### config.mk
export PLATFORM = sky130hd
export DESIGN_NAME = io_regs
export DESIGN_NICKNAME = d
export VERILOG_FILES = /design/src/logic/board_pkg.sv /design/src/logic/io_regs.sv
export SDC_FILE = /design/constraint.sdc
export NUM_CORES = 1
export LEC_CHECK = 0
export BUFFER_PORTS_ARGS = -buffer_cell sky130_fd_sc_hd__buf_2
export CAP_MARGIN = 20
export CORE_MARGIN = 2
export CORE_UTILIZATION = 39
export DETAILED_ROUTE_END_ITERATION = 6
export HOLD_SLACK_MARGIN = 0.08
export PLACE_DENSITY = 0.79
export SLEW_MARGIN = 25
export SYNTH_ARGS = -nofsm -noshare
export SYNTH_HDL_FRONTEND = slang
export SYNTH_SLANG_ARGS = --single-unit
export TNS_END_PERCENT = 10
### constraint.sdc
create_clock -name clk -period 1.4 [get_ports clk]
set_input_delay 0 -clock clk [delete_from_list [all_inputs] [get_ports clk]]
set_output_delay 0 -clock clk [all_outputs]
set_load 0.01 [all_outputs]
### src/logic/board_pkg.sv
`default_nettype none

package board_pkg;

    // memory: 1024 words of 32 bits, byte addresses 0x0000 to 0x0FFF
    localparam int ram_size_words = 1024;
    localparam int ram_addr_bits = 10;

    // memory-mapped I/O
    localparam logic [15:0] baud_addr = 16'hFFEC;
    localparam logic [15:0] key_addr = 16'hFFF0;
    localparam logic [15:0] console_addr = 16'hFFF4;
    localparam logic [15:0] led_addr = 16'hFFF8;
    localparam logic [15:0] irq_ctrl_addr = 16'hFFFC;

    // read data of any address that nothing answers
    localparam logic [31:0] unmapped_data = 32'hDEADBEEF;

    // 50 MHz / 434 is roughly 115200 baud
    localparam logic [15:0] baud_reset = 16'd434;
    localparam logic [3:0] key_vector = 4'd1;

    // about 1 ms of clock cycles at 50 MHz
    localparam logic [15:0] ps2_timeout = 16'd50000;

    typedef struct packed {
        logic [15:0] addr;
        logic [31:0] wdata;
        logic        write;
        logic        read;
    } bus_req_t;

    typedef struct packed {
        logic [31:0] rdata;
        logic        rvalid;
    } bus_rsp_t;

    typedef struct packed {
        logic       valid;
        logic [7:0] ascii;
    } key_event_t;

    typedef struct packed {
        logic       valid;
        logic [7:0] code;
        logic       parity_ok;
    } scan_t;

    typedef enum logic [1:0] {ps2_idle, ps2_data, ps2_parity, ps2_stop} ps2_state_e;
    typedef enum logic [1:0] {tx_idle, tx_start, tx_data, tx_stop} tx_state_e;

endpackage

`default_nettype wire

### src/logic/io_regs.sv
`timescale 1ns/1ps
`default_nettype none

module io_regs import board_pkg::*; (
    input  wire         clk,
    input  wire         rst_n,
    input  wire         we,
    input  wire  [15:0] reg_addr,
    input  wire  [31:0] wdata,
    output logic [31:0] rdata,
    output logic [7:0]  leds,
    output logic        irq_enable,
    output logic [15:0] baud_div
);

    always_ff @(posedge clk or negedge rst_n) begin
        if (!rst_n) begin
            leds <= 8'h00;
            irq_enable <= 1'b0;
            baud_div <= baud_reset;
        end else if (we) begin
            case (reg_addr)
                led_addr: leds <= wdata[7:0];
                irq_ctrl_addr: irq_enable <= wdata[0];
                baud_addr: begin
                    // a zero divisor would stall the transmitter
                    if (wdata[15:0] == 16'd0) begin
                        baud_div <= 16'd1;
                    end else begin
                        baud_div <= wdata[15:0];
                    end
                end
                default: ;
            endcase
        end
    end

    // readback, zero-extended
    always_comb begin
        case (reg_addr)
            led_addr: rdata = {24'h000000, leds};
            irq_ctrl_addr: rdata = {31'h00000000, irq_enable};
            baud_addr: rdata = {16'h0000, baud_div};
            default: rdata = 32'h00000000;
        endcase
    end

endmodule

`default_nettype wire

# ---- After elaboration in Yosys (flattened, before gate mapping)
# Cells that the tools add are included.
dict set report op_classes {
  eq_ne 3
  reduce_logical 4
  muxes 2
}
# cell n
set ops {}
lappend ops {{equality test 16 bit (second input constant)} 3}
lappend ops {{case mux 16 bit (3 select lines)} 1}
lappend ops {{logical NOT 16 bit} 1}
lappend ops {{2-to-1 mux 16 bit} 1}
lappend ops {{AND reduction 2 bit} 3}
dict set report word_totals {
  register_bits 25
  output_inout_bits 57
  in_bits 51
  elab_cells 12
}

# ---- Depth between registers and ports, before layout
dict set report logic_depth {
  depth_word 2
  depth_mapped 5
  depth_no_buf 4
}

# ---- Least setup slack after synthesis
# Ideal clock, no wire load.
dict set report synth_timing {
  kind {input port to flip-flop}
  from {input reg_addr[1]}
  to {register leds[0]}
  path_stages 4
  arrival_time_ps 1076
  path_slack_ps 199
  setup_ps 125
  n_path_buf 0
  required_ps 1275
  cell_sequence {or4b_4 nor2_4 nand3_4 mux2_2}
}
dict set report synth_via {
  elab_chain_cells 2
}
# element line_no
set synth_rtl {}
lappend synth_rtl {{from (decl)} io_regs.sv:8} ;# input wire [15:0] reg_addr,
lappend synth_rtl {{equality test 16 bit} io_regs.sv:22} ;# case (reg_addr)
lappend synth_rtl {{AND reduction 2 bit (no source line)} --}
lappend synth_rtl {{to (signal assigned)} io_regs.sv:23} ;# led_addr: leds <= wdata[7:0];
lappend synth_rtl {{to (decl)} io_regs.sv:11} ;# output logic [7:0] leds,
# No other way between the ends.
# A chain may end at the register's enable or synchronous reset.

# ---- Final worst setup path
dict set report layout_timing {
  from {input reg_addr[1]}
  to {output rdata[7]}
}
dict set report layout_via {
  elab_chain_cells 2
  elab_cells_between_ends 4
  cone_classes {eq/ne (3); mux (1)}
}
# element line_no
set layout_rtl {}
lappend layout_rtl {{equality test 16 bit} io_regs.sv:40} ;# case (reg_addr)
lappend layout_rtl {{case mux 16 bit (3 select lines) (*)} io_regs.sv:40}
lappend layout_rtl {{to (decl)} io_regs.sv:10} ;# output logic [31:0] rdata,
# Mark *: on every way between the ends. The rest lies on a longest branch, timed or not.

==> metrics.cfg <==
[clocking]
cts_htree_levels=1
cts_buffers=3
worstSkewPairLatency_ns=0.31
cts_tree=done
cts_root_buffer=clkbuf_4
cts_setup_buffers=0
path_clk_slew_ns=0.13
cts_sinks=25
clockBufferDepth=2

[timing]
tightest_slew_ns=0.5494
setup_viol=0
hold_viol=0
skew_ns=0
slew_violations=0
rsz0062_at_grt=no
fin_ws_ns=0.06361
fmax_mhz=748.3
min_period_over_period_pct=95.46
fin_crit_ns=1.336
maxSlewHeadroom_pct=63.38
final.setup.tns_ns=0

[critical_path]
slowest_stage=or4b_4
critPathArrivalTime_ns=1.34
path_class=in2out
slowest_delay_ns=0.57
cp-start-kind=input port
crit_top_cell=buf_2
cp_max_fo=6
cp_cell_sequence=buf_2 -> or4b_4 -> nor4_4 -> buf_4 -> a22o_1 -> buf_2
worstPathRequired_ns=1.40
crit_path_end_kind=output pin

[floorplan]
core-area_sq_um=3390
dieArea_sq_um=4092
io_pins=108
start_util_pct=41.38
rows=21
die_height_microns=63.97
dieWidth_microns=63.97

[grt]
grt_pass1_wl_microns=5830
antenna_found_initial=0
grt_util_all_layers_pct=18.28
grt_max_degree=26
grt_pass1_vias=1265
grt_overflow_total=0

[routing]
drtIter0Drc=14
vias_per_cell=4.926
dr.pass1.iters=4
routed_wl_microns=3480
avgRoutedWirePerCell_microns=13.54
vias=1266
route.detailed.drc=0
ant_nets=0

[power]
power.switching_uw=290.4
power_density_nw_per_um2=594.6
p_int_uw=915.6
pwr-share-seq_pct=60.0
combPwrFrac_pct=13.6
ir_drop_v=0.0003370
p_clk_share_pct=26.4
p_sw_share_pct=24.08
leakagePower_nw=1.137

[yosys]
synth-seq-area-share_pct=45.05
ys_warn_count=0
ys_seq_elements=25
syn-cell-area_sq_um=1403
ys.flop_type=dfrtp_1
synth.distinct_cells=24
synth-async-reset-ratio_pct=100.0
syn_inst=110
synth-edff-count=0
avgSynthCellArea_sq_um=12.75

[placement]
dp_hpwl_microns=2467
gp_congestion=0.6747
post-place-ws_ns=0.00006517
port_buffers=75

[run]
maxCapViolCount=0

[finish]
syn_to_final_growth_pct=44.60
fin_nets=263
fillerInstances=276
diodes=0
drive_above_1_share_pct=58.29

[run_status]
status=finished, final reports clean

[hold_path]
hp-class=in2reg

[cells in the final DEF, fill, tap and decap left out, types with 2 or more instances in the layout]
cell type	synthesis	routed
nor2_4	2	2
and2_1	8	8
nand4_2	2	2
buf_2	1	75
buf_4	16	5
nand3_4	2	2
conb_1	1	16
a22o_1	7	7
dlygate4sd3_1	0	19
nand4_1	3	3
dfstp_2	5	5
nor4_4	2	2
dfrtp_1	20	20
nor4_1	3	3
nand2_1	3	3
mux2_2	25	25
clkbuf_4	0	3
nor3_1	2	2
[registers in the layout, indices dropped and copies added, names as in the netlist]
signal      cells
baud_div       16
irq_enable      1
leds            8
[cell usage after synthesis, types with 2 or more instances]
cell type	instances	area, sq um
nor4_1	3	18.77
nor4_4	2	42.54
nand4_2	2	25.02
buf_4	16	120.1
nand3_4	2	35.03
a22o_1	7	61.31
mux2_2	25	281.5
nor2_4	2	22.52
dfstp_2	5	131.4
nor3_1	2	10.01
dfrtp_1	20	500.5
nand2_1	3	11.26
nand4_1	3	18.77
and2_1	8	50.05
[area by class of cell]
type / instances / area [sq um] / area share (%)
multi-input cells: 82 / 698.2 / 34.42
flip-flops and latches: 25 / 631.9 / 31.15
repair buffers: 100 / 614.3 / 30.29
well taps: 46 / 57.56 / 2.838
clock buffers: 4 / 26.28 / 1.295
[critical path: cells and delay by family]
family | cells | cell delay [ns]
compound gates | 1 | 0.14
simple gates | 2 | 0.75
buf+inv | 3 | 0.45
[cells by family (layout without fill, tap and decap cells)]
kind of cell	count (synthesis)	count (layout)	synth area share (%)
other	1	16	0.2674
AND/OR/NAND/NOR	33	33	20.34
buffers and inverters	18	104	9.188
multiplexers	25	25	20.07
flip-flops	25	25	45.05
AO/OA/AOI/OAI	8	8	5.085
[power groups by stage]
stage	Combinational, mW	Clock, mW	Sequential (mW)
after floorplan	0.0710	0	0.737
after global placement	0.121	0	0.736
after detailed placement	0.122	0	0.736
after CTS	0.161	0.340	0.724
after global routing	0.181	0.383	0.724
final	0.164	0.319	0.723
[worst paths after layout]
| check | from | end | slack, ns | cells after the start |
|---|---|---|---|---|
| max | reg_addr[1] | rdata[7] | 0.06 | 6 |
| min | reg_addr[0] | irq_enable | 0.10 | 4 |
| max reg2reg | leds[0] | leds[0] | 0.61 | 1 |
| min reg2reg | baud_div[10] | baud_div[10] | 0.53 | 1 |
| max in group asynchronous | rst_n | baud_div[8] | 0.84 | 2 |
| min in group asynchronous | rst_n | leds[1] | 0.18 | 2 |
[timing repair]
action                     in CTS  in global routing
setup endpoints to repair       0                  1
hold endpoints to repair       50                  1
hold buffers                   18                  1
gates resized for setup         0                  1
[through the flow]
stage	instances	area, sq um	utilization [%]	power (mW)	hold slack [ns]
after floorplan	125	1459	-	0.8077	-0.2956
after global placement	234	1808	53.34	0.8569	0.02095
after detailed placement	234	1808	53.34	0.8589	0.02284
after CTS	256	2014	59.43	1.224	0.08639
after global routing	257	2028	59.84	1.288	0.08468
final	257	2028	59.84	1.206	0.1018
[per-layer routing]
layer	vias to the layer above	track usage [%]	wire, microns
met3	6	3.169	230
met5	-	0	0
met2	68	34.11	1745
met1	615	21.06	1461
met4	0	5.435	42
li1	577	-	-
Power figures use the tool's default switching activity.
