`src/logic/board_pkg.sv`:
```
`default_nettype none

package board_pkg;

    // memory: 1024 words of 32 bits, byte addresses 0x0000 to 0x0FFF
    localparam int ram_size_words = 1024;
    localparam int ram_addr_bits = 10;

    // memory-mapped I/O
    localparam logic [15:0] baud_addr = 16'hFFEC;
    localparam logic [15:0] key_addr = 16'hFFF0;
    localparam logic [15:0] console_addr = 16'hFFF4;
    localparam logic [15:0] led_addr = 16'hFFF8;
    localparam logic [15:0] irq_ctrl_addr = 16'hFFFC;

    // read data of any address that nothing answers
    localparam logic [31:0] unmapped_data = 32'hDEADBEEF;

    // 50 MHz / 434 is roughly 115200 baud
    localparam logic [15:0] baud_reset = 16'd434;
    localparam logic [3:0] key_vector = 4'd1;

    // about 1 ms of clock cycles at 50 MHz
    localparam logic [15:0] ps2_timeout = 16'd50000;

    typedef struct packed {
        logic [15:0] addr;
        logic [31:0] wdata;
        logic        write;
        logic        read;
    } bus_req_t;

    typedef struct packed {
        logic [31:0] rdata;
        logic        rvalid;
    } bus_rsp_t;

    typedef struct packed {
        logic       valid;
        logic [7:0] ascii;
    } key_event_t;

    typedef struct packed {
        logic       valid;
        logic [7:0] code;
        logic       parity_ok;
    } scan_t;

    typedef enum logic [1:0] {ps2_idle, ps2_data, ps2_parity, ps2_stop} ps2_state_e;
    typedef enum logic [1:0] {tx_idle, tx_start, tx_data, tx_stop} tx_state_e;

endpackage

`default_nettype wire

```
`src/logic/scan_decoder.sv`:
```
`timescale 1ns/1ps
`default_nettype none

module scan_decoder import board_pkg::*; (
    input  wire        clk,
    input  wire        rst_n,
    input  scan_t      scan,
    output key_event_t key
);

    logic       break_pend;
    logic       ext_pend;
    logic [7:0] ascii;

    // set 2 make codes to ascii, zero for anything not in the table
    always_comb begin
        case (scan.code)
            8'h1C: ascii = "a";
            8'h32: ascii = "b";
            8'h21: ascii = "c";
            8'h23: ascii = "d";
            8'h24: ascii = "e";
            8'h2B: ascii = "f";
            8'h34: ascii = "g";
            8'h33: ascii = "h";
            8'h43: ascii = "i";
            8'h3B: ascii = "j";
            8'h42: ascii = "k";
            8'h4B: ascii = "l";
            8'h3A: ascii = "m";
            8'h31: ascii = "n";
            8'h44: ascii = "o";
            8'h4D: ascii = "p";
            8'h15: ascii = "q";
            8'h2D: ascii = "r";
            8'h1B: ascii = "s";
            8'h2C: ascii = "t";
            8'h3C: ascii = "u";
            8'h2A: ascii = "v";
            8'h1D: ascii = "w";
            8'h22: ascii = "x";
            8'h35: ascii = "y";
            8'h1A: ascii = "z";
            8'h45: ascii = "0";
            8'h16: ascii = "1";
            8'h1E: ascii = "2";
            8'h26: ascii = "3";
            8'h25: ascii = "4";
            8'h2E: ascii = "5";
            8'h36: ascii = "6";
            8'h3D: ascii = "7";
            8'h3E: ascii = "8";
            8'h46: ascii = "9";
            8'h29: ascii = 8'h20;
            8'h5A: ascii = 8'h0D;
            default: ascii = 8'h00;
        endcase
    end

    always_ff @(posedge clk or negedge rst_n) begin
        if (!rst_n) begin
            break_pend <= 1'b0;
            ext_pend <= 1'b0;
            key <= '0;
        end else begin
            key.valid <= 1'b0;
            if (scan.valid && scan.parity_ok) begin
                if (scan.code == 8'hF0) begin
                    break_pend <= 1'b1;
                end else if (scan.code == 8'hE0) begin
                    ext_pend <= 1'b1;
                end else if (break_pend || ext_pend) begin
                    // code after a prefix is swallowed
                    break_pend <= 1'b0;
                    ext_pend <= 1'b0;
                end else if (ascii != 8'h00) begin
                    key.valid <= 1'b1;
                    key.ascii <= ascii;
                end
            end
        end
    end

endmodule

`default_nettype wire

```
`config.mk`:
```
export PLATFORM = sky130hd
export DESIGN_NAME = scan_decoder
export DESIGN_NICKNAME = d
export VERILOG_FILES = /design/src/logic/board_pkg.sv /design/src/logic/scan_decoder.sv
export SDC_FILE = /design/constraint.sdc
export NUM_CORES = 1
export LEC_CHECK = 0
export ABC_CLOCK_PERIOD_IN_PS = 2200
export BUFFER_PORTS_ARGS = -buffer_cell sky130_fd_sc_hd__buf_2
export CAP_MARGIN = 10
export CORE_MARGIN = 1.5
export CORE_UTILIZATION = 55
export DETAILED_ROUTE_END_ITERATION = 10
export GPL_TIMING_DRIVEN = 0
export PLACE_DENSITY = 0.83
export SYNTH_ARGS = -nofsm -noshare
export SYNTH_HDL_FRONTEND = slang
export SYNTH_SLANG_ARGS = --single-unit
```
`constraint.sdc`:
```
create_clock -name clk -period 2.2 [get_ports clk]
set_input_delay 0 -clock clk [delete_from_list [all_inputs] [get_ports clk]]
set_output_delay 0 -clock clk [all_outputs]
set_load 0.005 [all_outputs]
```
=== Word level (Yosys, flattened, before mapping) ===
Memories as Yosys holds them, arrays and structs flattened.
Index checks and enable logic that the tools add are counted.

* Bitwise logic cells: 3
* Magnitude comparators: 0
* Div/mod/pow operators: 0
* Muxes and demuxes: 10
* Reductions and logical operators: 8
* Equal/unequal tests: 3
* Shifts and indexed selects: 0
* $add $sub $neg: 0
* $mul: 0

{| class="wikitable"
|+ Operators with widths
! kind !! number
|-
| 9-bit two-way mux || 5
|-
| 8-bit equality test (second input constant) || 2
|-
| 8-bit two-way mux || 1
|-
| 8-bit nonzero test || 1
|-
| 3-bit AND reduction || 2
|-
| 5-bit AND reduction || 1
|-
| 1-bit two-way mux || 4
|-
| 2-bit nonzero test || 2
|-
| 1-bit NOT || 3
|-
| 2-bit inequality test (second input constant) || 1
|-
| 1-bit logical AND || 1
|-
| 1-bit logical OR || 1
|}

* Memories kept: 1
* Bits in latches: 0
* Bits in writable memories: 0
* Input bits: 12
* Register bits after elaboration: 11
* Bits in read-only memories: 896

{| class="wikitable"
|+ Memories
! name !! words !! bits a word !! read ports !! clocked after Yosys merged registers in !! wr ports !! line !! source
|-
| (name not given) || 128 || 7 || 1 || 0 || 0 || scan_decoder.sv:17 || <nowiki>case (scan.code)</nowiki>
|}

=== Longest topological paths before layout ===
An unclocked memory read counts as a cell.

* Depth in word-level cells: 8
* Gate-level depth with buffers: 9

=== Least setup slack after synthesis ===
Ideal clock, no wire load.

* Path type: input port to flip-flop
* Start: in scan[1] (netlist bit)
* End: reg key[0] (netlist bit)
* Required time: 2069 ps
* Path slack: 428 ps
* Stages on the path: 9
* Path buffers: 1
* Arrival time: 1640 ps
* Cell sequence: inv_1 ha_1 clkbuf_1 or2_2 a311oi_1 o31ai_1 o211ai_2 and2_1 o22ai_1

* Longest elaborated chain between the ends: 4
* Elaborated cells between the ends (all ways): 8
* Those cells by class: eq/ne: 2; mux: 1; bitwise: 2; reduce/logical: 2; memory: 1

{| class="wikitable"
|+ RTL lines
! element !! line !! source
|-
| start, declared || scan_decoder.sv:7 || <nowiki>input scan_t scan,</nowiki>
|-
| memory 128 x 7 bit || - ||
|-
| 8-bit two-way mux || scan_decoder.sv:17 ||
|-
| 8-bit nonzero test || scan_decoder.sv:76 || <nowiki>end else if (ascii != 8'h00) begin</nowiki>
|-
| 5-bit AND reduction (no line) || - ||
|-
| end, declared || scan_decoder.sv:8 || <nowiki>output key_event_t key</nowiki>
|}

Several ways; a longest one is shown, not always the timed one.
A chain may end at the register's enable or synchronous reset.

=== Worst setup path in the final report ===
Same ends and word-level chain as after synthesis.

==> run summary <==
Chip height = 53.9 um
# fillers = 214
Hold Slack = 0.0177 ns
CP Data Arrival Time = 2.24 ns
Most common cell after layout, fill and taps aside = buf_2
Routed met3 length = 373 um
ANT nets after route = 0
IO Count = 21
Port Buf Inserts = 18
Min cycle time layout = 2.10 ns
Die width = 53.9 um
Ys async rst share = 100%
Drt wl/cell = 17.8 um
Final Setup Violations = 0
Fin cells = 233
# Max-Cap Violations = 0
Pre-CTS setup slack = -0.167 ns
Cell row count = 18
Worst endpoint required time = 2.34 ns
Yosys cell types = 54
Synth Area in Compound Gates = 31.8%
Largest family of logic cells by synthesized area = compound AO/OA/AOI/OAI gates
Crit path cell chain = buf_2 -> inv_1 -> ha_1 -> clkbuf_1 -> or2_2 -> a311oi_1 -> o31ai_1 -> o211ai_4 -> and2_1 -> o22ai_1
Rel. slew slack = 52.4%
Maximum clock frequency = 0.476 GHz
Register area share after synthesis = 17.5%
Prevailing post-synth register cell = dfrtp_1
Largest net degree at the start of global routing = 11
Ys Warns = 0
GP Congestion = 0.956
DRC = 0
Initial Utilization = 58.1%
Via-to-Cell Ratio = 6.68
Worst-Margin Slew = 0.713 ns
Num Clock Sinks = 10
Period utilization = 95.5%
Crit Path Class = primary input to flip-flop
Cells after DPL = 229
Synth Area in Simple Gates = 28.1%
Share of layout cells above drive strength 1 = 23.2%
Power Density = 412 nW/um2
P&R area growth vs syn = 12.3%
Most frequent cells in the layout = buf_2 (23), nor2_1 (14), nand3_1 (13)
Clock Latency Late Sink = 0.27 ns
Routed vias = 1557
CORE AREA = 2450 um2
Met2 WL = 2.06 mm
Iteration-0 DRC Markers = 92
Synthesized area = 1430 um2
Slowest-stage cell, CP = a311oi_1
Worst setup SP type = primary input
Pwr Total = 0.000659 W
Post-DP HPWL = 3.25 mm
Syn Nets = 200
Met1 wire length = 1.59 mm
Longest Clk Path Bufs = 2
Static Leak = 0.699 nW
Final Hold Vio Count = 0
Final max-slew violation count = 0
Mapped Cells = 181
Clk pin slew, worst setup/hold paths = 0.06 ns
Worst vdd ir = 0.315 mV
Final WL = 4.16 mm
Post-layout net count = 224
RSZ-0062 raised after global routing = false
Vias in the first global route = 1456
Xor/xnor share of the synthesized area = 0%
Initial antenna violation count = 0
EDFF count, synth = 0
CTS tree = yes
TNS Setup = 0 ns
# diodes = 0
FF+latch area = 250 um2
Footprint of the multi-input gates = 1040 um2
CTS Buf Count = 3
GR Overflow Total = 0
Crit end category = flip-flop
Die footprint = 2910 um2
DR top layer = met4
PnR worst setup slack = 0.0981 ns
First-pass GRT wire length = 6.64 mm
Mux share of post-synthesis cell area = 5.96%
Outcome = completed
CTS root buffer = clkbuf_4
Post-CTS setup buffer count = 0
GR Util All Layers = 31.1%
H-tree levels = 1
Worst path max stage delay = 0.39 ns
Synth Area per Inst = 7.88 um2
Worst-path fanout max = 9
Detailed Routing Iterations Pass 1 = 6
Count of state elements after synthesis = 10
Final clock skew = 0.000936 ns
Post-synthesis adder-cell area fraction = 6.14%
Hold Path Class = primary input to flip-flop
[synthesized netlist by cell type, types with 5 or more instances]
cell type	count	area, um2
nand3_1	13	65.1
dfrtp_1	10	250
nor2b_1	5	31.3
nor2_1	14	52.6
buf_2	5	25.0
nand2b_1	6	37.5
nand2_1	10	37.5
o22ai_1	7	43.8
a31oi_1	5	31.3
o21ai_0	8	40.0
a21oi_1	9	45.0
buf_6	5	56.3
inv_1	7	26.3
ha_1	7	87.6
[final timing paths]
kind / endpoint / slack (ns) / cells past startpoint / start
max: key[0] / 0.1 / 10 / scan[1]
max reg2reg: key[0] / 0.33 / 4 / ext_pend
max in group asynchronous: key[5] / 1.91 / 2 / rst_n
min: break_pend / 0.02 / 3 / scan[0]
min reg2reg: key[2] / 0.54 / 2 / key[2]
min in group asynchronous: break_pend / 0.11 / 2 / rst_n
[layout make-up]
| type | instances | area share, % |
|---|---|---|
| Inverter | 7 | 1.64 |
| Clock buffer | 3 | 1.41 |
| Tap cell | 30 | 2.34 |
| Sequential cell | 10 | 15.6 |
| Timing Repair Buffer | 19 | 6.25 |
| Multi-Input combinational cell | 147 | 65.2 |
| Buffer | 17 | 7.50 |
[report_power, final]
part | switching (W) | internal [W] | leakage [nW]
clock | 0.0000638 | 0.0000633 | 0.0138
combinational | 0.000173 | 0.000126 | 0.552
sequential | 0.0000177 | 0.000215 | 0.133
total | 0.000254 | 0.000405 | 0.699
[cells by family after synthesis]
| logic type | count (synthesis) |
|---|---|
| and+or+nand+nor | 73 |
| buffers and inverters | 24 |
| adders and majority gates | 7 |
| muxes | 8 |
| other | 1 |
| AOI/OAI and AO/OA | 58 |
| DFF | 10 |
[critical path, delay by kind of cell]
| family | cells | cell delay (ns) |
|---|---|---|
| AND/OR/NAND/NOR | 2 | 0.55 |
| adder cells (fa/ha/maj) | 1 | 0.20 |
| AO/OA/AOI/OAI | 4 | 0.98 |
| buffers and inverters | 3 | 0.50 |
[routing by layer]
metal / GRT usage [%] / vias to the layer above
met3: 1.94 / 19
met2: 57.1 / 108
met1: 36.0 / 703
li1: - / 727
met4: 15.0 / 0
met5: 0 / -
[per-stage QoR]
step           area (um2)  utilization, %
6_report             1600            65.2
5_1_grt              1600            65.2
4_1_cts              1590            64.6
3_5_place_dp         1550            63.3
3_3_place_gp         1550            63.3
2_1_floorplan        1430               -
[registers in the layout, summed over array words and instances, names as in the netlist]
| signal | cells |
|---|---|
| key | 8 |
| break_pend | 1 |
| ext_pend | 1 |
[timing repair]
| action | 4_1_cts | 5_1_grt |
|---|---|---|
| endpoints found under the setup margin | 0 | 3 |
| hold buffers | 1 | 0 |
| gates resized for setup | 0 | 2 |
| hold endpoints to repair | 10 | 0 |
Note: power is estimated with default switching activity, not from simulation.
