--- src/logic/board_pkg.sv ---
`default_nettype none

package board_pkg;

    // memory: 1024 words of 32 bits, byte addresses 0x0000 to 0x0FFF
    localparam int ram_size_words = 1024;
    localparam int ram_addr_bits = 10;

    // memory-mapped I/O
    localparam logic [15:0] baud_addr = 16'hFFEC;
    localparam logic [15:0] key_addr = 16'hFFF0;
    localparam logic [15:0] console_addr = 16'hFFF4;
    localparam logic [15:0] led_addr = 16'hFFF8;
    localparam logic [15:0] irq_ctrl_addr = 16'hFFFC;

    // read data of any address that nothing answers
    localparam logic [31:0] unmapped_data = 32'hDEADBEEF;

    // 50 MHz / 434 is roughly 115200 baud
    localparam logic [15:0] baud_reset = 16'd434;
    localparam logic [3:0] key_vector = 4'd1;

    // about 1 ms of clock cycles at 50 MHz
    localparam logic [15:0] ps2_timeout = 16'd50000;

    typedef struct packed {
        logic [15:0] addr;
        logic [31:0] wdata;
        logic        write;
        logic        read;
    } bus_req_t;

    typedef struct packed {
        logic [31:0] rdata;
        logic        rvalid;
    } bus_rsp_t;

    typedef struct packed {
        logic       valid;
        logic [7:0] ascii;
    } key_event_t;

    typedef struct packed {
        logic       valid;
        logic [7:0] code;
        logic       parity_ok;
    } scan_t;

    typedef enum logic [1:0] {ps2_idle, ps2_data, ps2_parity, ps2_stop} ps2_state_e;
    typedef enum logic [1:0] {tx_idle, tx_start, tx_data, tx_stop} tx_state_e;

endpackage

`default_nettype wire

--- src/logic/console_tx.sv ---
`timescale 1ns/1ps
`default_nettype none

module console_tx import board_pkg::*; (
    input  wire         clk,
    input  wire         rst_n,
    input  wire         start,
    input  wire  [7:0]  data,
    input  wire  [15:0] baud_div,
    output logic        txd,
    output logic        busy
);

    tx_state_e   state;
    logic [7:0]  shift_q;
    logic [2:0]  bit_cnt;
    logic [15:0] cyc_cnt;
    // divisor held for the whole byte
    logic [15:0] div_q;
    logic        bit_end;

    assign bit_end = (cyc_cnt == div_q - 16'd1);

    always_ff @(posedge clk or negedge rst_n) begin
        if (!rst_n) begin
            state <= tx_idle;
            shift_q <= 8'h00;
            bit_cnt <= 3'd0;
            cyc_cnt <= 16'd0;
            div_q <= baud_reset;
        end else begin
            if (state == tx_idle) begin
                // writes while busy are dropped
                if (start) begin
                    state <= tx_start;
                    shift_q <= data;
                    div_q <= baud_div;
                    cyc_cnt <= 16'd0;
                    bit_cnt <= 3'd0;
                end
            end else if (bit_end) begin
                cyc_cnt <= 16'd0;
                case (state)
                    tx_start: state <= tx_data;
                    tx_data: begin
                        shift_q <= {1'b0, shift_q[7:1]};
                        bit_cnt <= bit_cnt + 3'd1;
                        if (bit_cnt == 3'd7) begin
                            state <= tx_stop;
                        end
                    end
                    default: state <= tx_idle;
                endcase
            end else begin
                cyc_cnt <= cyc_cnt + 16'd1;
            end
        end
    end

    // line idles high, start bit low, data lsb first, stop high
    assign txd = (state == tx_start) ? 1'b0 :
                 (state == tx_data) ? shift_q[0] : 1'b1;
    assign busy = (state != tx_idle);

endmodule

`default_nettype wire

--- config.mk ---
export PLATFORM = sky130hd
export DESIGN_NAME = console_tx
export DESIGN_NICKNAME = d
export VERILOG_FILES = /design/src/logic/board_pkg.sv /design/src/logic/console_tx.sv
export SDC_FILE = /design/constraint.sdc
export NUM_CORES = 1
export LEC_CHECK = 0
export BUFFER_PORTS_ARGS = -buffer_cell sky130_fd_sc_hd__clkbuf_2
export CAP_MARGIN = 10
export CORE_MARGIN = 3
export CORE_UTILIZATION = 40
export DETAILED_ROUTE_END_ITERATION = 16
export GPL_TIMING_DRIVEN = 0
export PLACE_DENSITY = 0.67
export SLEW_MARGIN = 25
export SYNTH_ARGS = -nofsm -noshare
export SYNTH_HDL_FRONTEND = slang
export SYNTH_SLANG_ARGS = --single-unit
--- constraint.sdc ---
create_clock -name clk -period 6.6 [get_ports clk]
set_input_delay 0.99 -clock clk [delete_from_list [all_inputs] [get_ports clk]]
set_output_delay 0.99 -clock clk [all_outputs]
set_load 0.02 [all_outputs]
Yosys cells after proc, flatten, opt, wreduce, memory -nomap -nowiden
Cells that the tools add are included.
- $add $sub $neg: 3
- equality and inequality tests: 6
- mux-type cells: 18
- reduce and logical (&&, ||, !) cells: 7
- operators with widths (kind ; number):
    $mux W16 ; 3
    $mux W8 ; 4
    $add A16 B1 Y16 const B ; 1
    $eq A16 B16 Y1 ; 1
    $sub A16 B1 Y16 const B ; 1
    $mux W3 ; 4
    $mux W2 ; 4
    $reduce_and A3 Y1 ; 2
    $reduce_bool A2 Y1 ; 3
    $pmux W2 S2 ; 1
    $add A3 B1 Y3 const B ; 1
    $eq A3 B3 Y1 const B ; 1
    $ne A3 B3 Y1 const B ; 1
    $eq A2 B1 Y1 const B ; 1
    $eq A2 B2 Y1 const B ; 1
    $logic_not A2 Y1 ; 1
    $mux W1 ; 2
    $ne A2 B2 Y1 const B ; 1
    $reduce_and A2 Y1 ; 1
- register bits: 45
- input bits: 27

Depth between registers and ports, before layout
- word-level depth: 5
- mapped depth: 11
- gate-level depth less buffers: 10

Least setup slack after synthesis
Ideal clock, no wire load.
- path kind: register to register
- from: register div_q[0]
- to: register cyc_cnt[10]
- library setup time: 0.118 ns
- data arrival time: 2.467 ns
- setup slack: 4.015 ns
- stages on the path, launching flop included: 12
- path buffers: 1
- period minus slack after synthesis: 2.585 ns
- cells stage by stage: dfrtp_1 -> inv_1 -> ha_1 -> or3b_2 -> nor4_1 -> o21bai_1 -> nand4_1 -> and4bb_4 -> a21o_4 -> buf_6 -> o21ai_1 -> a21o_1
- cells in the longest elaborated chain, start to end: 4
- RTL lines (element ; RTL line ; text):
    from (decl) ; console_tx.sv:19 ; logic [15:0] div_q;
    from (signal assigned) ; console_tx.sv:30 ; div_q <= baud_reset;
    from (signal assigned) ; console_tx.sv:37 ; div_q <= baud_div;
    $sub A16 B1 Y16 ; console_tx.sv:22 ; assign bit_end = (cyc_cnt == div_q - 16'd1);
    $eq A16 B16 Y1 ; console_tx.sv:22 ;
    $mux W16 ; console_tx.sv:41 ; end else if (bit_end) begin
    $mux W16 ; console_tx.sv:32 ; if (state == tx_idle) begin
    to (signal assigned) ; console_tx.sv:55 ; cyc_cnt <= cyc_cnt + 16'd1;
    to (decl) ; console_tx.sv:17 ; logic [15:0] cyc_cnt;
No other way between the ends.
A chain may end at the register's enable or synchronous reset.

Worst setup path after layout
- from: register div_q[0]
- to: register shift_q[2]
- cells in the longest elaborated chain, start to end: 4
- RTL lines (element ; RTL line ; text):
    $sub A16 B1 Y16 ; console_tx.sv:22 ;
    $eq A16 B16 Y1 ; console_tx.sv:22 ;
    $reduce_bool A2 Y1 (no source line) ; n/a ;
    $reduce_and A3 Y1 (no source line) ; n/a ;
    to (signal assigned) ; console_tx.sv:36 ; shift_q <= data;
    to (signal assigned) ; console_tx.sv:46 ; shift_q <= {1'b0, shift_q[7:1]};
    to (decl) ; console_tx.sv:15 ; logic [7:0] shift_q;
No other way between the ends.

==> results.py <==
metrics = {
    "status": {
        "status": "complete, no violations",
    },
    "critical_path": {
        "worstPathRequired_ps": 6800,
        "crit_path_max_incr_delay_ps": 590,
        "rr_worst_depth": 11,
        "cp.buffers_inverters": 2,
        "crit_path_end_kind": "register",
        "crit-reg2reg-launch": "div_q[0]",
        "worstSetupStartpoint": "div_q[0]",
        "critPathCapture": "shift_q[2]",
        "cp_max_fo": 10,
        "worstPathArrival_ps": 3300,
        "reg2reg_slack_ps": 3500,
        "cp.depth": 11,
        "worstSetupStartpointType": "register",
        "path_delay_family": "simple AND/OR/NAND/NOR gates",
        "r2r_end": "shift_q[2]",
        "worstPathCellList": "inv_1 -> ha_1 -> nor3b_2 -> nand4_1 -> xnor2_1 -> nand2_1 -> nand4b_1 -> nor4b_4 -> buf_6 -> nand3_1 -> o311ai_1",
        "slowest_stage": "nor3b_2",
        "setup.worst_path.class": "reg -> reg",
    },
    "run": {
        "drv_cap": 0,
    },
    "die": {
        "core_area_um2": 6832,
        "die_height_um": 90.34,
        "ios": 29,
        "start_util": 0.4165,
        "die-area_um2": 8161,
        "die_x_um": 90.34,
        "fp-row-count": 30,
    },
    "yosys": {
        "syn_inst": 320,
        "ys.flop_type": "dfrtp_1",
        "synth_cell_type_count": 56,
        "synth_area_per_cell_um2": 8.891,
        "yosys_warnings": 0,
        "yosysSeqAreaShare": 0.3980,
        "syn_nets": 354,
        "syn_area_um2": 2845,
        "ys_seq_elements": 45,
        "synth_edf_count": 0,
        "yosys.area.top_type_share": 0.3518,
        "ys_top_cells_by_area": "dfrtp_1 35%, nand2_1 7.0%, xnor2_1 4.9%",
        "async_flop_share": 1.000,
        "synth.largest_area_cell": "dfrtp_1",
    },
    "clock_network": {
        "ctsHtreeMaxLevel": 2,
        "cts_root_buf": "clkbuf_8",
        "cts-hold-fix-buffers": 0,
        "post-cts-setup-buffers": 0,
        "cts_resized": 0,
        "clock-sinks": 45,
        "cts_made_buffers": 5,
        "clk_path_buf_depth": 2,
        "path_clk_slew_ps": 90,
        "cts_tree": "done",
        "clk_latency_ps": 300,
    },
    "route": {
        "dr.pass1.iters": 4,
        "ant_nets": 0,
        "finalWirelength_mm": 6.734,
        "drtIter0Drc": 138,
        "via_count": 2482,
        "vias_per_cell": 5.491,
        "wl_per_cell_um": 14.90,
        "remaining_drc_errors": 0,
    },
    "power": {
        "pwr-share-clk": 0.399,
        "p_int_mw": 0.3761,
        "ir_drop_v": 0.0001037,
        "powerDensity_nw_per_um2": 149.7,
        "total_power_mw": 0.4803,
        "cellLeakagePower_nw": 1.466,
        "switchingPower_mw": 0.1042,
        "swShare": 0.2169,
        "combPwrFrac": 0.028,
        "seqPwrFrac": 0.574,
    },
    "grt": {
        "grt_pass1_vias": 2545,
        "grt_pass1_wl_mm": 11.84,
        "grt_max_degree": 46,
        "grtUsageTotal": 0.1768,
        "antenna_found_initial": 0,
        "grt.overflow.total": 0,
    },
    "placement": {
        "port_buffers": 28,
        "place_hpwl_mm": 4.821,
        "gp_congestion": 0.8577,
    },
    "sta": {
        "setup_tns_ps": 0,
        "rsz0062_at_grt": "no",
        "slew_viol_final": 0,
        "skew_ps": 8.283,
        "setup_viol": 0,
        "fin_crit_sh": 0.4695,
        "fmax_ghz": 0.3227,
        "finalHoldViolations": 0,
        "worst_pin_slew_ps": 714.2,
        "slew_headroom": 0.5199,
        "period_needed_ps": 3099,
    },
    "finish": {
        "mostFrequentLayoutCell": "nand2_1",
        "syn_to_final_growth_pct": 12.80,
        "final_net_count": 389,
        "layout-drive-gt1-share": 0.1910,
        "final_cell_mix": "53 x nand2_1, 40 x dfrtp_1, 27 x clkbuf_2",
        "diodes": 0,
    },
    "min_path": {
        "hold_depth": 2,
        "hold_class": "reg -> reg",
    },
}
## cell usage after synthesis (2+ instances only)
cell type,count
dfrtp_1,40
a22oi_1,6
o21ai_0,9
a21o_1,5
nor4_2,4
nor4_1,3
nand4_1,7
nor3_1,4
o311ai_2,2
o21ai_1,14
or2_2,5
a21oi_1,10
buf_6,2
o211ai_1,8
nor3b_1,3
a22o_1,5
or4_1,2
ha_1,7
a31oi_1,4
nor2b_1,3
xor2_1,5
inv_1,18
buf_2,3
and3_1,5
nor2_1,12
clkbuf_1,8
o311ai_1,3
or3_1,5
dfstp_2,5
xnor2_1,16
nand3_1,20
nand2_1,53
## routing by layer
layer,part of all wire,wire length [um],track usage,vias to the layer above
met5,0,0,0,-
met3,0.033,225,0.02833,9
met2,0.48,3257,0.2962,37
li1,-,-,-,1218
met1,0.46,3131,0.2330,1218
met4,0.018,119,0.05867,0
## logic make-up after synthesis
family	synth area share
and+or+nand+nor	0.2590
AOI/OAI and AO/OA	0.1909
DFF	0.3980
buffers and inverters	0.04881
xor gates and xnor gates	0.06464
adders and majority gates	0.03078
muxes	0.007915
## worst reg2reg max path: stages, from the launching register on
cell and delay [ps]:
dfrtp_1 450, inv_1 110, ha_1 200, nor3b_2 600
nand4_1 200, xnor2_1 280, nand2_1 80, nand4b_1 220
nor4b_4 470, buf_6 210, nand3_1 80, o311ai_1 100
## worst min path at each step
stage                        start        to  slack, ps
after global routing      div_q[7]  div_q[7]        530
after floorplan           div_q[7]  div_q[7]        470
after global placement    div_q[7]  div_q[7]        480
after CTS                 div_q[7]  div_q[7]        500
after detailed placement  div_q[7]  div_q[7]        490
final                     div_q[7]  div_q[7]        490
## flip-flops by register name, summed over array words and instances, names as in the netlist
signal	cells
bit_cnt	3
cyc_cnt	16
div_q	16
shift_q	8
state	2
## per-stage QoR
stage,hold WS (ps),utilization,worst slack (ps),area [um2],instances
floorplan,465.2,-,4015,2845,320
global placement,478.8,0.4546,3616,3105,444
detailed placement,485.0,0.4549,3574,3108,444
CTS,497.6,0.4698,3502,3209,452
global route,527.1,0.4698,3279,3209,452
finish,492.7,0.4698,3501,3209,452
## area by class of cell
type | count | area [um2]
repair buffers | 28 | 142.6
flip-flops and latches | 45 | 1132
plain buffers | 13 | 67.56
inverters | 19 | 71.32
clock buffers | 7 | 96.34
multi-input cells | 243 | 1574
well taps | 96 | 120.1
fillers | 715 | 3622
clock inverters | 1 | 5.005
## power by group through the flow
stage	registers, mW	logic (mW)	clock network [mW]
2_1_floorplan	0.281	0.000248	0
3_3_place_gp	0.281	0.0135	0
3_5_place_dp	0.281	0.0139	0
4_1_cts	0.276	0.0139	0.199
5_1_grt	0.276	0.0156	0.212
6_report	0.276	0.0132	0.191
No activity file was read; power rests on OpenSTA's default activity.
