## config.mk

```make
export PLATFORM = sky130hd
export DESIGN_NAME = key_irq
export DESIGN_NICKNAME = d
export VERILOG_FILES = /design/src/logic/board_pkg.sv /design/src/logic/key_irq.sv
export SDC_FILE = /design/constraint.sdc
export NUM_CORES = 1
export LEC_CHECK = 0
export ABC_CLOCK_PERIOD_IN_PS = 2000
export BUFFER_PORTS_ARGS = -buffer_cell sky130_fd_sc_hd__buf_2
export CORE_AREA = 2 2 39 41
export CTS_BUF_LIST = sky130_fd_sc_hd__clkbuf_8
export DETAILED_ROUTE_END_ITERATION = 7
export DIE_AREA = 0 0 41 43
export SLEW_MARGIN = 20
export SYNTH_ARGS = -nofsm -noshare
export SYNTH_HDL_FRONTEND = slang
export SYNTH_SLANG_ARGS = --single-unit
```

## constraint.sdc

```tcl
create_clock -name clk -period 2 [get_ports clk]
set_input_delay 0.6 -clock clk [delete_from_list [all_inputs] [get_ports clk]]
set_output_delay 0.6 -clock clk [all_outputs]
set_load 0.005 [all_outputs]
```

## src/logic/board_pkg.sv

```systemverilog
`default_nettype none

package board_pkg;

    // memory: 1024 words of 32 bits, byte addresses 0x0000 to 0x0FFF
    localparam int ram_size_words = 1024;
    localparam int ram_addr_bits = 10;

    // memory-mapped I/O
    localparam logic [15:0] baud_addr = 16'hFFEC;
    localparam logic [15:0] key_addr = 16'hFFF0;
    localparam logic [15:0] console_addr = 16'hFFF4;
    localparam logic [15:0] led_addr = 16'hFFF8;
    localparam logic [15:0] irq_ctrl_addr = 16'hFFFC;

    // read data of any address that nothing answers
    localparam logic [31:0] unmapped_data = 32'hDEADBEEF;

    // 50 MHz / 434 is roughly 115200 baud
    localparam logic [15:0] baud_reset = 16'd434;
    localparam logic [3:0] key_vector = 4'd1;

    // about 1 ms of clock cycles at 50 MHz
    localparam logic [15:0] ps2_timeout = 16'd50000;

    typedef struct packed {
        logic [15:0] addr;
        logic [31:0] wdata;
        logic        write;
        logic        read;
    } bus_req_t;

    typedef struct packed {
        logic [31:0] rdata;
        logic        rvalid;
    } bus_rsp_t;

    typedef struct packed {
        logic       valid;
        logic [7:0] ascii;
    } key_event_t;

    typedef struct packed {
        logic       valid;
        logic [7:0] code;
        logic       parity_ok;
    } scan_t;

    typedef enum logic [1:0] {ps2_idle, ps2_data, ps2_parity, ps2_stop} ps2_state_e;
    typedef enum logic [1:0] {tx_idle, tx_start, tx_data, tx_stop} tx_state_e;

endpackage

`default_nettype wire

```

## src/logic/key_irq.sv

```systemverilog
`timescale 1ns/1ps
`default_nettype none

module key_irq import board_pkg::*; (
    input  wire         clk,
    input  wire         rst_n,
    input  key_event_t  key,
    input  wire         irq_enable,
    input  wire         irq_ack,
    output logic [7:0]  key_ascii,
    output logic [3:0]  irq_vector,
    output logic        pending
);

    // event seen last cycle, turns into the vector one edge later
    logic key_seen;

    always_ff @(posedge clk or negedge rst_n) begin
        if (!rst_n) begin
            key_ascii <= 8'h00;
            key_seen <= 1'b0;
        end else begin
            key_seen <= key.valid;
            if (key.valid) begin
                key_ascii <= key.ascii;
            end
        end
    end

    always_ff @(posedge clk or negedge rst_n) begin
        if (!rst_n) begin
            irq_vector <= 4'd0;
        end else if (key_seen && irq_enable) begin
            // set wins over a coincident ack
            irq_vector <= key_vector;
        end else if (irq_ack) begin
            irq_vector <= 4'd0;
        end
    end

    // level for the red led
    assign pending = (irq_vector != 4'd0);

endmodule

`default_nettype wire

```

Yosys cells after proc, flatten, opt, wreduce, memory -nomap -nowiden
Cells that the tools add are included.
{"block": "op_classes", "n_reduce_logical": 3, "n_mux": 2}
{"operator": "4-bit two-way mux", "count": 2}
{"operator": "4-bit nonzero test", "count": 1}
{"operator": "2-bit nonzero test", "count": 1}
{"operator": "1-bit logical AND", "count": 1}
{"block": "word_totals", "inputBits": 13, "register_bits": 13, "output_inout_bits": 13}

Depth between registers and ports, before layout
Gate-level depths: netlist (run 1).
{"block": "logic_depth", "depth_word": 2, "depth_mapped": 2, "mapped_depth_nobuf": 2}

Least setup slack after synthesis (run 1)
OpenSTA, ideal clock, no wires.
{"block": "synth_path", "path_kind": "input to register", "startpoint": "input port key[8] (netlist bit)", "endpoint": "register key_ascii[0]", "setup_slack_ns": 0.858, "t_arrival_ns": 1.017, "setup_time_ns": 0.125, "path_stages": 2, "cell_sequence": "buf_6 > mux2_4"}
{"item": "start, declared", "line_no": "key_irq.sv:7", "text": "input key_event_t key,"}
{"item": "end signal, assigned", "line_no": "key_irq.sv:25", "text": "key_ascii <= key.ascii;"}
{"item": "end, declared", "line_no": "key_irq.sv:10", "text": "output logic [7:0] key_ascii,"}
No word-level cell between the ends.

Worst setup path after layout (run 1)
{"block": "layout_path", "startpoint": "register irq_vector[0]", "endpoint": "output port irq_vector[0]"}
{"item": "start, declared", "line_no": "key_irq.sv:11", "text": "output logic [3:0] irq_vector,"}
{"item": "start signal, assigned", "line_no": "key_irq.sv:35", "text": "irq_vector <= key_vector;"}
No word-level cell between the ends.

==> results.txt, run 1 <==
----------------------------------------------------
[STA]
  Final worst setup slack ... 662 ps
  Sum Neg Setup Slack ... 0 ps
  Endpoints failing hold ... 0
  Total of endpoints with negative setup slack in the final report ... 0
  Final critical delay including setup and external delays ... 1340 ps
  Post-route fraction of the period consumed by the critical path ... between 60% and 70%
  Largest clock skew in the final design ... 0.0212 ps
  Final Max Slew Viols ... 0
  Top achievable clock speed ... roughly 0.75 GHz
  RSZ-0062 raised after global routing ... false

[Setup path]
  CP Capture Type ... output port
  CP delay by family, top ... flip-flops
  Source of the worst register-to-register timing path ... key_ascii[3]
  Worst-path fanout max ... 3
  Worst path arrival time ... 740 ps
  Critical path buffer and inverter count ... 1
  Reg2reg setup slack ... between 1000 and 1500 ps
  Startpoint-to-endpoint class of the critical path ... reg2out
  Slowest-stage cell, CP ... sky130_fd_sc_hd__dfrtp_1
  CP Data Required Time ... 1400 ps
  Path depth of the worst reg2reg path ... 1
  Critical-path cell list ... buf_2
  Worst setup path startpoint ... irq_vector[0]
  Stages on the worst setup path ... 1
  CP max stage delay ... between 300 and 400 ps
  Capturing instance or port of the critical path ... irq_vector[0]
  End of the worst register-to-register path ... key_ascii[3]
  Type of element launching the critical path ... register

[Placement]
  Worst setup timing slack at the placement stage ... 685 ps
  Number of cells after detailed placement ... 62
  Final weighted congestion in routability-driven placement ... about 0.55
  Count of input and output buffers ... 22

[Floorplanning]
  Vertical die dimension ... 43 um
  Number of top-level pins ... 26
  Starting Density ... 30.9%
  Std-Cell Core Area ... 0.00138 mm^2
  Die area ... 0.00176 mm^2
  Die outline width ... roughly 41 um
  Cell Rows ... 14

[Synth]
  Largest area contributor in the netlist ... sky130_fd_sc_hd__dfrtp_1
  Share of synthesized registers carrying an async set or reset ... 100%
  Most instantiated library cell after synthesis ... sky130_fd_sc_hd__dfrtp_1
  Number of enable flip-flop cells after synthesis ... 0
  Post-synthesis sequential element count ... 10
  Post-synthesis cell type count ... 8
  Gate count of the mapped netlist ... 27
  Top cell types by occurrence after synthesis ... sky130_fd_sc_hd__dfrtp_1 (10), sky130_fd_sc_hd__mux2_4 (8), sky130_fd_sc_hd__buf_4 (4)
  Most used flip-flop cell after synthesis ... sky130_fd_sc_hd__dfrtp_1
  Proportion of netlist area held by the largest area contributor ... 58.5%
  Warnings, synthesis ... 0
  Cell area after technology mapping ... 428 um^2
  Fraction of the yosys area taken by sequential cells ... 58.5%
  Cells taking the most area after synthesis ... sky130_fd_sc_hd__dfrtp_1 (58%), sky130_fd_sc_hd__mux2_4 (28%), sky130_fd_sc_hd__buf_4 (7.0%), sky130_fd_sc_hd__buf_6 (2.6%), sky130_fd_sc_hd__o21ai_0 (1.2%)
  Average footprint of a synthesized cell ... 15.8 um^2

[Route]
  Total via count in the routed design ... 264
  Length of the first detailed-routing pass in iterations ... 1
  Remaining antenna violation count ... 0
  Average detailed-routed wire length per instance ... 10.1 um
  DRC viols ... 0
  Number of DRC markers in iteration 0 ... 0
  Detailed-route wire length ... ~670 um
  Post-DR vias/cell ... 4.00

[Power]
  Maximum vdd ir drop ... around 400 uV
  Total power consumption of the routed design ... 548 uW
  Leakage ... between 0.0003 and 0.0004 uW
  Power density normalized to cell area ... around 950 mW/mm^2

[Global route]
  Number of global-route vias before repair ... between 200 and 300
  Wire length of the first global-routing pass ... 1.10 mm
  Number of antenna violations at the first check in global routing ... 0
  Maximum number of pins on one net before global-route repair ... 11
  Total grt overflow ... 0
  Overall global routing resource usage ... 9.55%

[Finish]
  Number of nets in the layout ... 64
  Proportion of layout cells with a drive suffix above 1 ... 68.0%
  Layout-stage area growth over the synthesis result ... 35.4%
  Finished Layout Cells ... 66
  ANT cells ... 0

[Min path]
  Worst hold path class ... in2async

[Outcome]
  Outcome ... complete, no violations

[CTS]
  Setup Fix Bufs, Post-CTS ... 0
  TritonCTS clock tree ... done
  CTS Root Cell ... sky130_fd_sc_hd__clkbuf_8
  Number of buffers inserted for hold repair after clock tree synthesis ... 0
  Total of cells resized after clock tree synthesis ... 0
  H-Tree Level Count ... 1
  Clock Latency Late Sink ... 230 ps
  Maximum count of clock buffers along a single path ... 2
  Worst-path clk slew ... roughly 50 ps
  Clock sink count ... 10
  TritonCTS buffer count ... 3

[Flow run]
  Max capacitance violation total ... 0

----------------------------------------------------
[state kept, by name (all words and copies together) (netlist names)]
signal      cells
irq_vector      1
key_seen        1
key_ascii       8
[power by group]
part	internal (uW)	switching, uW
clock network	172	72.9
logic	45.5	25.4
registers	222	9.65
[worst min-delay path by stage]
stage                               end      from  depth (start not counted)  slack (ps)
final                      key_ascii[2]     rst_n                          1         220
after floorplan           irq_vector[0]     rst_n                          0         300
after global routing       key_ascii[2]     rst_n                          1         240
after global placement    irq_vector[0]  key_seen                          2         440
after CTS                  key_ascii[2]     rst_n                          1         220
after detailed placement  irq_vector[0]  key_seen                          2         460
[layout make-up]
cell class / instances / area [um^2]
flip-flops and latches: 10 / 250
well taps: 16 / 20.0
multi-input cells: 13 / 140
repair buffers: 22 / 110
inverters: 1 / 3.75
fillers: 127 / 805
clock buffers: 4 / 55.1
[per-layer routing]
layer  global-route usage [%]  wire, um  vias to the layer above
met2                     13.8       335                       10
met4                     8.00         0                        0
li1                         -         -                      126
met5                        0         0                        -
met1                     10.7       277                      128
met3                     3.14        53                        0
[cell families after synthesis]
family | share of synthesized area (%)
buffers and inverters | 10.5
muxes | 28.1
AOI/OAI and AO/OA | 1.17
DFF | 58.5
and+or+nand+nor | 0.876
other | 0.876
[per-stage QoR]
step / hold WS (ps) / area, um^2 / util, %
global route: 235 / 579 / 41.9
floorplan: 304 / 435 / -
detailed placement: 460 / 524 / 37.9
finish: 219 / 579 / 41.9
CTS: 217 / 579 / 41.9
global placement: 439 / 524 / 37.9
[cells in the final DEF, fill, tap and decap left out]
cell type / count
sky130_fd_sc_hd__dfrtp_1: 10
sky130_fd_sc_hd__nand2_1: 1
sky130_fd_sc_hd__conb_1: 3
sky130_fd_sc_hd__mux2_4: 8
sky130_fd_sc_hd__clkbuf_8: 4
sky130_fd_sc_hd__inv_1: 1
sky130_fd_sc_hd__buf_2: 22
sky130_fd_sc_hd__o21ai_0: 1
(Power assumes the default switching activity.)
==> inputs of run 2 (changes only) <==
Settings changed: ABC_CLOCK_PERIOD_IN_PS 2000 to 1400.
Clock period 2 ns to 1.4 ns, I/O delays scaled along.
==> run 2 against run 1 <==
Against the previous run: first-iteration DRC count did not move; sequential power rose by 43%; sequential share of layout area rose by 1.1 points; non-clock buffer count did not move; die area did not move; critical endpoint unchanged; total power rose by 31%; utilization fell by 0.99 points; highest routed layer is now met4; worst setup slack got worse by 430 ps; largest cell class unchanged; wire length rose by 1.1%; combinational power rose by 42%; via count fell by 0.38%.
==> results.txt, run 2 (synthesis gave the netlist of run 1 again) <==
----------------------------------------------------
[CTS]
  Clock Latency Late Sink ... 230 ps (about the same)
  H-Tree Level Count ... 1 (unchanged)
  Worst-path clk slew ... 50 ps (about the same)
  TritonCTS clock tree ... done
  TritonCTS buffer count ... 3 (unchanged)
  Total of cells resized after clock tree synthesis ... 0 (unchanged)
  Number of buffers inserted for hold repair after clock tree synthesis ... 0 (unchanged)
  CTS Root Cell ... sky130_fd_sc_hd__clkbuf_8
  Clock sink count ... 10 (unchanged)
  Setup Fix Bufs, Post-CTS ... 0 (unchanged)
  Maximum count of clock buffers along a single path ... 2 (unchanged)

[Flow run]
  Max capacitance violation total ... 0 (unchanged)

[Setup path]
  CP max stage delay ... 380 ps (about the same)
  Type of element launching the critical path ... register
  CP Capture Type ... output port
  Worst-path fanout max ... 3 (unchanged)
  CP Data Required Time ... 980 ps (-420 ps)
  Startpoint-to-endpoint class of the critical path ... reg2out
  Critical path buffer and inverter count ... 1 (unchanged)
  Slowest-stage cell, CP ... sky130_fd_sc_hd__dfrtp_1
  Critical-path cell list ... buf_2
  CP delay by family, top ... flip-flops
  Worst path arrival time ... 750 ps (about the same)

[Finish]
  Proportion of layout cells with a drive suffix above 1 ... 67.3% (-0.65 points)
  Layout-stage area growth over the synthesis result ... 32.2%
  ANT cells ... 0 (unchanged)
  End-of-flow core utilization ... 40.9% (-0.99 points)
  Register name with the most flops ... key_ascii
  Most frequent cells in the layout ... sky130_fd_sc_hd__buf_2 (22), sky130_fd_sc_hd__dfrtp_1 (10), sky130_fd_sc_hd__mux2_4 (8)
  Post-layout instance area ... 566 um^2 (-2.4%)
  Flip-flop count of the largest register, all copies and words added ... 8 (unchanged)
  Largest registers in the final layout ... key_ascii x8, irq_vector x1, key_seen x1
  Most frequent standard cell in the layout excluding fill and tap cells ... sky130_fd_sc_hd__buf_2
  Number of nets in the layout ... 64 (unchanged)

[Global route]
  Overall global routing resource usage ... 9.78% (+0.22 points)
  Maximum number of pins on one net before global-route repair ... 11 (unchanged)
  Wire length of the first global-routing pass ... 1.08 mm (-1.3%)
  Number of antenna violations at the first check in global routing ... 0 (unchanged)
  Number of global-route vias before repair ... 255 (-7.3%)
  Total grt overflow ... 0 (unchanged)

[Power]
  Internal power of the cells ... 569 uW (+29%)
  Sw frac ... 20.6% (+0.85 points)
  Clock network fraction of design power ... 39.6% (-5.2 points)
  Relative contribution of sequential cells to total power ... 46.2% (+3.9 points)
  Power density normalized to cell area ... 1270 mW/mm^2 (+34%)
  Proportion of power drawn by combinational gates ... 14.1% (+1.2 points)
  Maximum vdd ir drop ... 549 uV (+36%)
  Leakage ... 0.000310 uW (-2.3%)
  Switch Pwr ... 147 uW (+36%)

[Placement]
  Count of input and output buffers ... 22 (unchanged)
  Placement-stage cell area ... 524 um^2 (unchanged)
  Final weighted congestion in routability-driven placement ... 0.554 (unchanged)
  Detail Placement HPWL ... 528 um

[Floorplanning]
  Std-Cell Core Area ... 0.00138 mm^2 (unchanged)
  Number of top-level pins ... 26 (unchanged)
  Starting Density ... 30.9% (unchanged)
  Vertical die dimension ... 43 um (unchanged)
  Die outline width ... 41 um (unchanged)
  Cell Rows ... 14 (unchanged)
  Die area ... 0.00176 mm^2 (unchanged)

[STA]
  Total of endpoints with negative setup slack in the final report ... 0 (unchanged)
  Final critical delay including setup and external delays ... 1170 ps
  Top achievable clock speed ... 0.858 GHz
  Final Max Slew Viols ... 0 (unchanged)
  RSZ-0062 raised after global routing ... false
  Sum Neg Setup Slack ... 0 ps (unchanged)
  Endpoints failing hold ... 0 (unchanged)
  Final-layout worst hold slack ... 39.1 ps (-180 ps)
  Post-route fraction of the period consumed by the critical path ... 83.2%
  Largest clock skew in the final design ... 4.01 ps (+3.98 ps)

[Route]
  Total via count in the routed design ... 263 (-0.38%)
  Detailed-route wire length ... 673 um (+1.1%)
  Number of DRC markers in iteration 0 ... 0 (unchanged)
  Post-DR vias/cell ... 4.05 (+1.2%)
  Average detailed-routed wire length per instance ... 10.4 um (+2.6%)
  Remaining antenna violation count ... 0 (unchanged)
  Length of the first detailed-routing pass in iterations ... 1 (unchanged)
  DRC viols ... 0 (unchanged)

[Min path]
  Worst hold path class ... in2async

[Outcome]
  Outcome ... complete, no violations

----------------------------------------------------
run 2: cell count changes in the layout (fill, tap and decap cells not counted):
cell / delta
sky130_fd_sc_hd__clkbuf_8: -1
run 2: power by group through the flow:
stage / Sequential [uW] / Clock, uW / Combinational (uW)
3_5_place_dp: 336 / 0 / 103
4_1_cts: 332 / 290 / 103
2_1_floorplan: 338 / 0 / 59.5
6_report: 331 / 284 / 101
5_1_grt: 335 / 311 / 111
3_3_place_gp: 336 / 0 / 101
run 2: stage by stage:
| stage | total power [uW] | std cells | worst slack, ps |
|---|---|---|---|
| 2_1_floorplan | 397 | 29 | 438 |
| 3_3_place_gp | 437 | 62 | 277 |
| 3_5_place_dp | 439 | 62 | 262 |
| 4_1_cts | 725 | 65 | 225 |
| 5_1_grt | 758 | 65 | 203 |
| 6_report | 717 | 65 | 235 |
run 2: final cells by class:
type | count | area, um^2
Multi-Input combinational cell | 13 | 140
Timing Repair Buffer | 22 | 110
Sequential cell | 10 | 250
Fill cell | 135 | 818
Tap cell | 16 | 20.0
Inverter | 1 | 3.75
Clock buffer | 3 | 41.3
run 2: path summary, 6_finish.rpt:
path / startpoint / end / slack [ps] / cells after the start
worst min-delay path: rst_n / key_ascii[6] / 40 / 1
worst min register to register: key_seen / irq_vector[0] / 470 / 2
worst max-delay path: irq_vector[0] / irq_vector[0] / 230 / 1
max in group asynchronous: rst_n / key_ascii[4] / 1170 / 1
min in group clk: irq_ack / irq_vector[0] / 390 / 2
worst max register to register: key_ascii[3] / key_ascii[3] / 650 / 1
run 2: metal layers:
metal / wire length (um) / up-vias / track usage [%]
li1: - / 124 / -
met1: 286 / 127 / 10.8
met2: 333 / 10 / 13.4
met3: 44 / 2 / 4.71
met4: 8 / 0 / 8.00
met5: 0 / - / 0
